<file path="src/logic/radio_ctrl_pkg.sv">
// Shared types and constants for the dsp_clk control plane.
// Settings bus writes are single-cycle strobes with no handshake.
// Register addresses not listed in sr_addr_e are ignored by every block.
// COMPAT_NUM must change whenever the register map changes.

package radio_ctrl_pkg;

   //////////////////////////////////////////////////
   // Settings bus

   typedef struct packed {
      logic        stb;   // One-cycle write strobe
      logic [7:0]  addr;
      logic [31:0] data;
   } set_bus_t;

   typedef enum logic [7:0] {
      SR_MISC_CLOCK   = 8'd0,
      SR_MISC_ADC     = 8'd2,
      SR_MISC_LED_SW  = 8'd3,
      SR_MISC_PHY     = 8'd4,
      SR_MISC_LED_SRC = 8'd6,
      SR_TIME_SECS    = 8'd10,
      SR_TIME_TICKS   = 8'd11,
      SR_TIME_CTRL    = 8'd12   // Bit 0 set loads at once, clear waits for PPS
   } sr_addr_e;

   //////////////////////////////////////////////////
   // Board control outputs

   typedef struct packed {
      logic       clock_ready;
      logic [1:0] clk_en;
      logic [1:0] clk_sel;
   } clock_ctrl_t;

   typedef struct packed {
      logic oe_a;
      logic on_a;
      logic oe_b;
      logic on_b;
   } adc_ctrl_t;

   //////////////////////////////////////////////////
   // Time and status

   typedef struct packed {
      logic [31:0] secs;    // Upper readback word
      logic [31:0] ticks;   // Lower readback word
   } vita_time_t;

   typedef enum logic [1:0] {
      LOAD_IDLE   = 2'd0,
      LOAD_NOW    = 2'd1,
      LOAD_AT_PPS = 2'd2
   } time_load_e;

   typedef struct packed {
      logic [27:0] rsvd;    // Always zero
      logic        pps_int;
      logic        phy_int;
      logic        clk_status;
      logic        button;
   } irq_status_t;

   localparam logic [31:0] COMPAT_NUM    = {16'd7, 16'd1};  // Major, minor
   localparam logic [7:0]  LED_SRC_RESET = 8'b0001_1110;    // HW on bits 1 to 4

endpackage

</file>
<file path="src/logic/misc_ctrl_regs.sv">
`timescale 1ns/1ps
// Misc board settings and LED source selection.
// Only the low bits of each settings word are kept; the rest are dropped.
// phy_resetn_o follows the written bit directly, so 0 holds the PHY in reset.
// LEDs are combinational from the registers and the status inputs.

module misc_ctrl_regs
   import radio_ctrl_pkg::*;
(
   input  logic        dsp_clk,
   input  logic        por_rst,

   input  set_bus_t    set_bus_i,

   input  logic        run_rx_i,
   input  logic        run_tx_i,
   input  logic        clk_status_i,
   input  logic        good_sync_i,

   output clock_ctrl_t clock_ctrl_o,
   output adc_ctrl_t   adc_ctrl_o,
   output logic        phy_resetn_o,
   output logic [7:0]  leds_o
);

   logic [7:0] led_sw_r;    // Software LED value
   logic [7:0] led_src_r;   // 1 = hardware, 0 = software
   logic [7:0] led_hw;

   //////////////////////////////////////////////////
   // Setting registers

   always_ff @(posedge dsp_clk) begin
      if (por_rst) begin
         clock_ctrl_o <= '0;
         adc_ctrl_o   <= '0;
         phy_resetn_o <= 1'b0;   // PHY held in reset until software releases it
         led_sw_r     <= '0;
         led_src_r    <= LED_SRC_RESET;
      end else if (set_bus_i.stb) begin
         case (set_bus_i.addr)
            SR_MISC_CLOCK: begin
               clock_ctrl_o <= clock_ctrl_t'(set_bus_i.data[4:0]);
            end
            SR_MISC_ADC: begin
               adc_ctrl_o <= adc_ctrl_t'(set_bus_i.data[3:0]);
            end
            SR_MISC_LED_SW: begin
               led_sw_r <= set_bus_i.data[7:0];
            end
            SR_MISC_PHY: begin
               phy_resetn_o <= set_bus_i.data[0];
            end
            SR_MISC_LED_SRC: begin
               led_src_r <= set_bus_i.data[7:0];
            end
            default: begin
               // Address owned by another block
            end
         endcase
      end
   end

   //////////////////////////////////////////////////
   // LED mux

   // Hardware status vector with bit 0 and bits 5-7 unused
   assign led_hw = {3'b000,
                    run_tx_i,
                    run_rx_i,
                    clk_status_i,
                    good_sync_i,
                    1'b0};

   // Per-bit select between hardware and software
   assign leds_o = (led_src_r & led_hw) | (~led_src_r & led_sw_r);

endmodule

</file>
<file path="src/logic/vita_timekeeper.sv">
`timescale 1ns/1ps
// 64-bit VITA time, seconds in the upper word and ticks in the lower.
// TICKS_PER_SEC must be 2 or more. A loaded ticks value at or above
// TICKS_PER_SEC-1 wraps on the next count.
// pps_i is asynchronous and goes through a two-flop synchronizer, so the
// PPS latch and a PPS-armed load land three cycles after the pin edge.

module vita_timekeeper
   import radio_ctrl_pkg::*;
#(
   parameter logic [31:0] TICKS_PER_SEC = 32'd100000000
) (
   input  logic       dsp_clk,
   input  logic       por_rst,

   input  set_bus_t   set_bus_i,
   input  logic       pps_i,

   output vita_time_t vita_time_o,
   output vita_time_t vita_time_pps_o,
   output logic       pps_int_o,
   output logic       good_sync_o
);

   logic       pps_meta;
   logic       pps_sync;
   logic       pps_sync_d;
   logic       pps_edge;      // One cycle per rising PPS

   logic       ctrl_wr;
   logic       load_hit;
   time_load_e load_state;
   vita_time_t staged_time;
   vita_time_t time_inc;
   vita_time_t time_next;

   //////////////////////////////////////////////////
   // PPS synchronizer and edge detect

   always_ff @(posedge dsp_clk) begin
      if (por_rst) begin
         pps_meta   <= 1'b0;
         pps_sync   <= 1'b0;
         pps_sync_d <= 1'b0;
      end else begin
         pps_meta   <= pps_i;
         pps_sync   <= pps_meta;
         pps_sync_d <= pps_sync;
      end
   end

   assign pps_edge = pps_sync & ~pps_sync_d;

   //////////////////////////////////////////////////
   // Staged time and load FSM

   assign ctrl_wr = set_bus_i.stb && (set_bus_i.addr == SR_TIME_CTRL);

   always_ff @(posedge dsp_clk) begin
      if (por_rst) begin
         staged_time <= '0;
      end else if (set_bus_i.stb) begin
         if (set_bus_i.addr == SR_TIME_SECS)
            staged_time.secs <= set_bus_i.data;
         if (set_bus_i.addr == SR_TIME_TICKS)
            staged_time.ticks <= set_bus_i.data;
      end
   end

   always_ff @(posedge dsp_clk) begin
      if (por_rst) begin
         load_state <= LOAD_IDLE;
      end else if (ctrl_wr) begin
         load_state <= set_bus_i.data[0] ? LOAD_NOW : LOAD_AT_PPS;   // Rearm wins
      end else begin
         case (load_state)
            LOAD_NOW:    load_state <= LOAD_IDLE;
            LOAD_AT_PPS: if (pps_edge) load_state <= LOAD_IDLE;
            default:     load_state <= LOAD_IDLE;
         endcase
      end
   end

   //////////////////////////////////////////////////
   // Counter and PPS latch

   always_comb begin
      time_inc = vita_time_o;
      if (vita_time_o.ticks >= TICKS_PER_SEC - 32'd1) begin
         time_inc.ticks = '0;
         time_inc.secs  = vita_time_o.secs + 32'd1;
      end else begin
         time_inc.ticks = vita_time_o.ticks + 32'd1;
      end
   end

   assign load_hit  = (load_state == LOAD_NOW) || ((load_state == LOAD_AT_PPS) && pps_edge);
   assign time_next = load_hit ? staged_time : time_inc;

   always_ff @(posedge dsp_clk) begin
      if (por_rst) begin
         vita_time_o     <= '0;
         vita_time_pps_o <= '0;
         pps_int_o       <= 1'b0;
         good_sync_o     <= 1'b0;
      end else begin
         vita_time_o <= time_next;
         pps_int_o   <= pps_edge;
         if (pps_edge)
            vita_time_pps_o <= time_next;   // Same value the counter takes
         if ((load_state == LOAD_AT_PPS) && pps_edge)
            good_sync_o <= 1'b1;            // Sticky until reset
      end
   end

endmodule

</file>
<file path="src/logic/status_readback.sv">
`timescale 1ns/1ps
// Registered 16-word status readback.
// Data and ack appear the cycle after the strobe; a read may issue every cycle.
// rb_data_o holds the last word read and is undefined before the first read.

module status_readback
   import radio_ctrl_pkg::*;
(
   input  logic        dsp_clk,
   input  logic        por_rst,

   input  logic        rb_stb_i,
   input  logic [3:0]  rb_addr_i,

   input  vita_time_t  vita_time_i,
   input  vita_time_t  vita_time_pps_i,
   input  irq_status_t irq_i,

   output logic [31:0] rb_data_o,
   output logic        rb_ack_o
);

   logic [31:0] rb_word;

   // Unlisted indices read zero
   always_comb begin
      case (rb_addr_i)
         4'd10:   rb_word = vita_time_i.secs;
         4'd11:   rb_word = vita_time_i.ticks;
         4'd12:   rb_word = COMPAT_NUM;
         4'd13:   rb_word = irq_i;
         4'd14:   rb_word = vita_time_pps_i.secs;
         4'd15:   rb_word = vita_time_pps_i.ticks;
         default: rb_word = '0;
      endcase
   end

   //////////////////////////////////////////////////
   // Output register

   always_ff @(posedge dsp_clk) begin
      if (rb_stb_i)
         rb_data_o <= rb_word;   // Held until the next strobe
   end

   always_ff @(posedge dsp_clk) begin
      if (por_rst)
         rb_ack_o <= 1'b0;
      else
         rb_ack_o <= rb_stb_i;   // One pulse per strobe
   end

endmodule

</file>
<file path="src/logic/radio_ctrl_core.sv">
`timescale 1ns/1ps
// dsp_clk control plane: settings registers, LEDs, VITA time and readback.
// Everything runs on dsp_clk; pps_i is the only asynchronous input.
// run_rx_i, run_tx_i and the status inputs are assumed already synchronous.
// TICKS_PER_SEC sets the tick rate of the time counter.

module radio_ctrl_core
   import radio_ctrl_pkg::*;
#(
   parameter logic [31:0] TICKS_PER_SEC = 32'd100000000
) (
   input  logic        dsp_clk,
   input  logic        por_rst,

   input  set_bus_t    set_bus_i,

   input  logic        pps_i,
   input  logic        run_rx_i,
   input  logic        run_tx_i,
   input  logic        clk_status_i,
   input  logic        phy_int_n_i,
   input  logic        button_i,

   input  logic        rb_stb_i,
   input  logic [3:0]  rb_addr_i,
   output logic [31:0] rb_data_o,
   output logic        rb_ack_o,

   output logic [7:0]  leds_o,
   output clock_ctrl_t clock_ctrl_o,
   output adc_ctrl_t   adc_ctrl_o,
   output logic        phy_resetn_o
);

   vita_time_t  vita_time;
   vita_time_t  vita_time_pps;
   logic        pps_int;
   logic        good_sync;
   irq_status_t irq;

   //////////////////////////////////////////////////
   // Misc registers and LEDs

   misc_ctrl_regs misc_regs_i (
      .dsp_clk      (dsp_clk),
      .por_rst      (por_rst),
      .set_bus_i    (set_bus_i),
      .run_rx_i     (run_rx_i),
      .run_tx_i     (run_tx_i),
      .clk_status_i (clk_status_i),
      .good_sync_i  (good_sync),
      .clock_ctrl_o (clock_ctrl_o),
      .adc_ctrl_o   (adc_ctrl_o),
      .phy_resetn_o (phy_resetn_o),
      .leds_o       (leds_o)
   );

   //////////////////////////////////////////////////
   // VITA time

   vita_timekeeper #(
      .TICKS_PER_SEC (TICKS_PER_SEC)
   ) timekeeper_i (
      .dsp_clk         (dsp_clk),
      .por_rst         (por_rst),
      .set_bus_i       (set_bus_i),
      .pps_i           (pps_i),
      .vita_time_o     (vita_time),
      .vita_time_pps_o (vita_time_pps),
      .pps_int_o       (pps_int),
      .good_sync_o     (good_sync)
   );

   //////////////////////////////////////////////////
   // Status word and readback

   // PHY interrupt pin is open drain, active low
   assign irq = '{rsvd: '0, pps_int: pps_int, phy_int: ~phy_int_n_i,
                  clk_status: clk_status_i, button: button_i};

   status_readback readback_i (
      .dsp_clk         (dsp_clk),
      .por_rst         (por_rst),
      .rb_stb_i        (rb_stb_i),
      .rb_addr_i       (rb_addr_i),
      .vita_time_i     (vita_time),
      .vita_time_pps_i (vita_time_pps),
      .irq_i           (irq),
      .rb_data_o       (rb_data_o),
      .rb_ack_o        (rb_ack_o)
   );

endmodule

</file>
<file path="config.mk">
export PLATFORM = sky130hd
export DESIGN_NAME = radio_ctrl_core
export DESIGN_NICKNAME = d
export VERILOG_FILES = /design/src/logic/radio_ctrl_pkg.sv /design/src/logic/misc_ctrl_regs.sv /design/src/logic/vita_timekeeper.sv /design/src/logic/status_readback.sv /design/src/logic/radio_ctrl_core.sv
export SDC_FILE = /design/constraint.sdc
export NUM_CORES = 1
export LEC_CHECK = 0
export ABC_AREA = 1
export BUFFER_PORTS_ARGS = -buffer_cell sky130_fd_sc_hd__buf_4
export CORE_UTILIZATION = 56
export CTS_BUF_LIST = sky130_fd_sc_hd__clkbuf_8
export DETAILED_ROUTE_END_ITERATION = 10
export PLACE_DENSITY_LB_ADDON = 0.2
export REMOVE_ABC_BUFFERS = 1
export SLEW_MARGIN = 0
export SYNTH_ARGS = -nofsm -noshare
export SYNTH_HDL_FRONTEND = slang
export SYNTH_SLANG_ARGS = --single-unit
export TNS_END_PERCENT = 1
</file>
<file path="constraint.sdc">
create_clock -name dsp_clk -period 1.93 [get_ports dsp_clk]
set_input_delay 0.386 -clock dsp_clk [delete_from_list [all_inputs] [get_ports dsp_clk]]
set_output_delay 0.386 -clock dsp_clk [all_outputs]
set_load 0.02 [all_outputs]
</file>
==> flow_summary.yaml <==
cells_and_area:
  final.fill_count: 1860
  area_delta_synth_final_pct: 20.38
  n_antenna_cell: 0
  regArea_um2: 5492
  layout.cells.non_filler: 2193
  multi_input_comb_area_um2: 5640
  nNetsFinal: 1939
  final_common_cell: "sky130_fd_sc_hd__nand2_1"
  layout.cells.most_common_list: "sky130_fd_sc_hd__nand2_1 (436), sky130_fd_sc_hd__nor2_1 (313), sky130_fd_sc_hd__dfxtp_1 (221)"
  drive_above_1_share_pct: 15.07
placement:
  numPortBuffers: 104
  dp_cells: 2112
  preCtsSetupSlack_ns: 0.03718
  dp.final_hpwl_um: 26620
  gpl.final_weighted_congestion: 0.9547
clocking:
  ctsRootBufferMaster: "sky130_fd_sc_hd__clkbuf_8"
  clkLatencyLatePin_ns: 0.56
  postCtsSetupRepairBufs: 0
  ctsHtreeMaxLevel: 2
  clk_path_buf_depth: 3
  path_clk_slew_ns: 0.07
  cts.sinks: 258
  tritoncts: "built"
  tritoncts.num_buffers: 44
synth:
  ys_seq_elements: 258
  synth_edf_count: 32
  synth_xor_area_share_pct: 1.817
  post_synth_fa_ha_maj_area_fraction_pct: 0.2077
  yosys.cell_types.count: 38
  synth_async_sr_flop_share_pct: 0
  post_synthesis_sequential_area_ratio_pct: 45.53
  postSynth.topFlopCell: "sky130_fd_sc_hd__dfxtp_1"
  netlist_area_um2: 12050
  synth_top_family_by_area: "simple AND/OR/NAND/NOR gates"
  synthCells: 1738
  synth.area.mux_share_pct: 0
  postSynthAreaPerCell_um2: 6.932
  yosys_warnings: 0
  synth_compound_gate_area_share_pct: 12.74
  simple_gate_share_of_the_synthesized_area_pct: 31.62
sta:
  setup-violations-final: 0
  rsz0062_at_grt: "true"
  slew_headroom_pct: 61.56
  timing.final.ws_setup_ns: 0.09132
  fin_skew_ns: 0.01366
  final.setup.tns_ns: 0
  layout_min_cycle_time_ns: 1.839
  holdWs_ns: 0.06277
  clock.fmax_ghz: 0.5439
  timing.final.crit_share_pct: 95.27
  tightest_slew_ns: 0.5765
  timing.final.hold_violations: 0
  timing.final.max_slew_violations: 0
pwr:
  leakagePower_nw: 6.139
  p_per_area_nw_per_um2: 774.5
  power.total_mw: 11.23
  ir_worst_vdd_mv: 0.5469
routing:
  wl_per_cell_um: 17.20
  route.vias.total: 11880
  dr.pass1.iters: 6
  drc: 0
  detail_route.vias_per_cell: 5.418
  post_route_antenna_net_violation_count: 0
  drt-initial-drc-count: 1157
  routed_wirelength_um: 37720
die:
  die_w_um: 148.7
  die_h_um: 148.7
  fp.coreArea_um2: 21090
  start_util_pct: 57.13
  placementRows: 53
  fp.dieArea_um2: 22100
  top_level_ports: 105
setup_path:
  worst_ep_arrival_time_ns: 2.30
  critical_path_rt_ns: 2.39
  critical_path.max_fanout: 17
  timing.setup.critical_path_class: "flip-flop to flip-flop"
  setup.worst_path.start_class: "flip-flop"
  critical_path.endpoint_type: "flip-flop"
  critical_path.startpoint: "timekeeper_i.vita_time_o[0]"
  regToRegStartpoint: "timekeeper_i.vita_time_o[0]"
grt:
  grt_pass1_wl_um: 59240
  initial_antenna_violation_count: 0
  grt_start_max_net_pins: 108
  overflow: 0
  groute.usage.overall_pct: 34.52
  first_global_vias: 11170
worst_hold_path:
  hold_start: "pps_i"
  hp-class: "input pin to flip-flop"
run:
  maxCapViolCount: 0
outcome:
  result_of_the_run: "finished, final reports clean"
routing by layer:
layer  wire length [um]  global-route usage (%)  vias to the layer above
met3               2905                   5.092                       90
met5                  0                       0                        -
met1              16660                   47.56                     5394
li1                   -                       -                     5865
met2              17130                   55.28                      533
met4               1028                   11.49                        0
final cells by class:
type	instances	share of cell area (%)
clock inverter	29	1.242
tap	275	2.373
inverter	164	4.245
sequential	258	37.87
multi-input combinational	1233	38.89
clock buffer	52	4.935
timing repair buffer	182	10.45
synth_stat cells (all sizes together) (3+ instances only):
cell	instances	area, um^2
a221o	4	40.04
inv	161	604.3
nor3	7	35.03
or2	15	93.84
dfxtp	226	4524
nand3	128	688.2
a21oi	112	560.5
o2111ai	18	157.7
o211ai	5	37.54
xor2	22	192.7
clkinv	3	11.26
edfxtp	32	960.9
clkbuf	61	229.0
buf	22	128.9
nand4	9	56.30
o22ai	13	81.33
xnor2	3	26.28
o21ai	120	604.3
nor2	324	1241
nand2	441	1673
a211oi	4	30.03
cell families (layout without fill, tap and decap cells):
kind of cell,after synthesis,in the layout
xor+xnor,25,25
fa+ha+maj,2,2
simple gates,927,927
buf+inv,247,427
compound gates,279,279
flops,258,258
registers in the layout (all words and copies together), names as in the netlist, 2 cells and up:
| name | cells |
|---|---|
| misc_regs_i.adc_ctrl_o | 4 |
| misc_regs_i.clock_ctrl_o | 5 |
| misc_regs_i.led_src_r | 8 |
| misc_regs_i.led_sw_r | 8 |
| readback_i.rb_data_o | 32 |
| timekeeper_i.load_state | 2 |
| timekeeper_i.staged_time | 64 |
| timekeeper_i.vita_time_o | 64 |
| timekeeper_i.vita_time_pps_o | 64 |
worst max-delay path, cell delays in order, from the launching register on:
cell                      delay (ns)
sky130_fd_sc_hd__dfxtp_2        0.34
sky130_fd_sc_hd__ha_2           0.19
sky130_fd_sc_hd__nand2_2        0.10
sky130_fd_sc_hd__nor2_4         0.05
sky130_fd_sc_hd__nand2_2        0.08
sky130_fd_sc_hd__nand2_2        0.07
sky130_fd_sc_hd__nand3_4        0.10
sky130_fd_sc_hd__nand2_4        0.07
sky130_fd_sc_hd__nor2_4         0.22
sky130_fd_sc_hd__buf_12         0.20
sky130_fd_sc_hd__nand2_1        0.11
sky130_fd_sc_hd__a21oi_1        0.20
metrics by stage:
step                area, um^2  util (%)
global placement         13550     64.25
CTS                      14440     68.49
detailed placement       13550     64.25
global route             14500     68.77
finish                   14500     68.77
floorplan                11690         -
power breakdown:
group	switching, mW	internal [mW]
Sequential	0.0516	5.54
Clock	2.28	2.73
Combinational	0.393	0.240
repair_timing:
item / 4_1_cts / 5_1_grt
setup endpoints to repair: 0 / 69
resized for setup: 0 / 21
hold buffers: 0 / 0
worst paths after layout:
kind | slack [ns] | cells after the start | end
worst max-delay path | 0.09 | 11 | timekeeper_i.vita_time_o[1]
worst min-delay path | 0.06 | 3 | timekeeper_i.pps_meta
worst max register to register | 0.09 | 11 | timekeeper_i.vita_time_o[1]
worst min register to register | 0.41 | 2 | timekeeper_i.pps_sync
(Power assumes the default switching activity.)
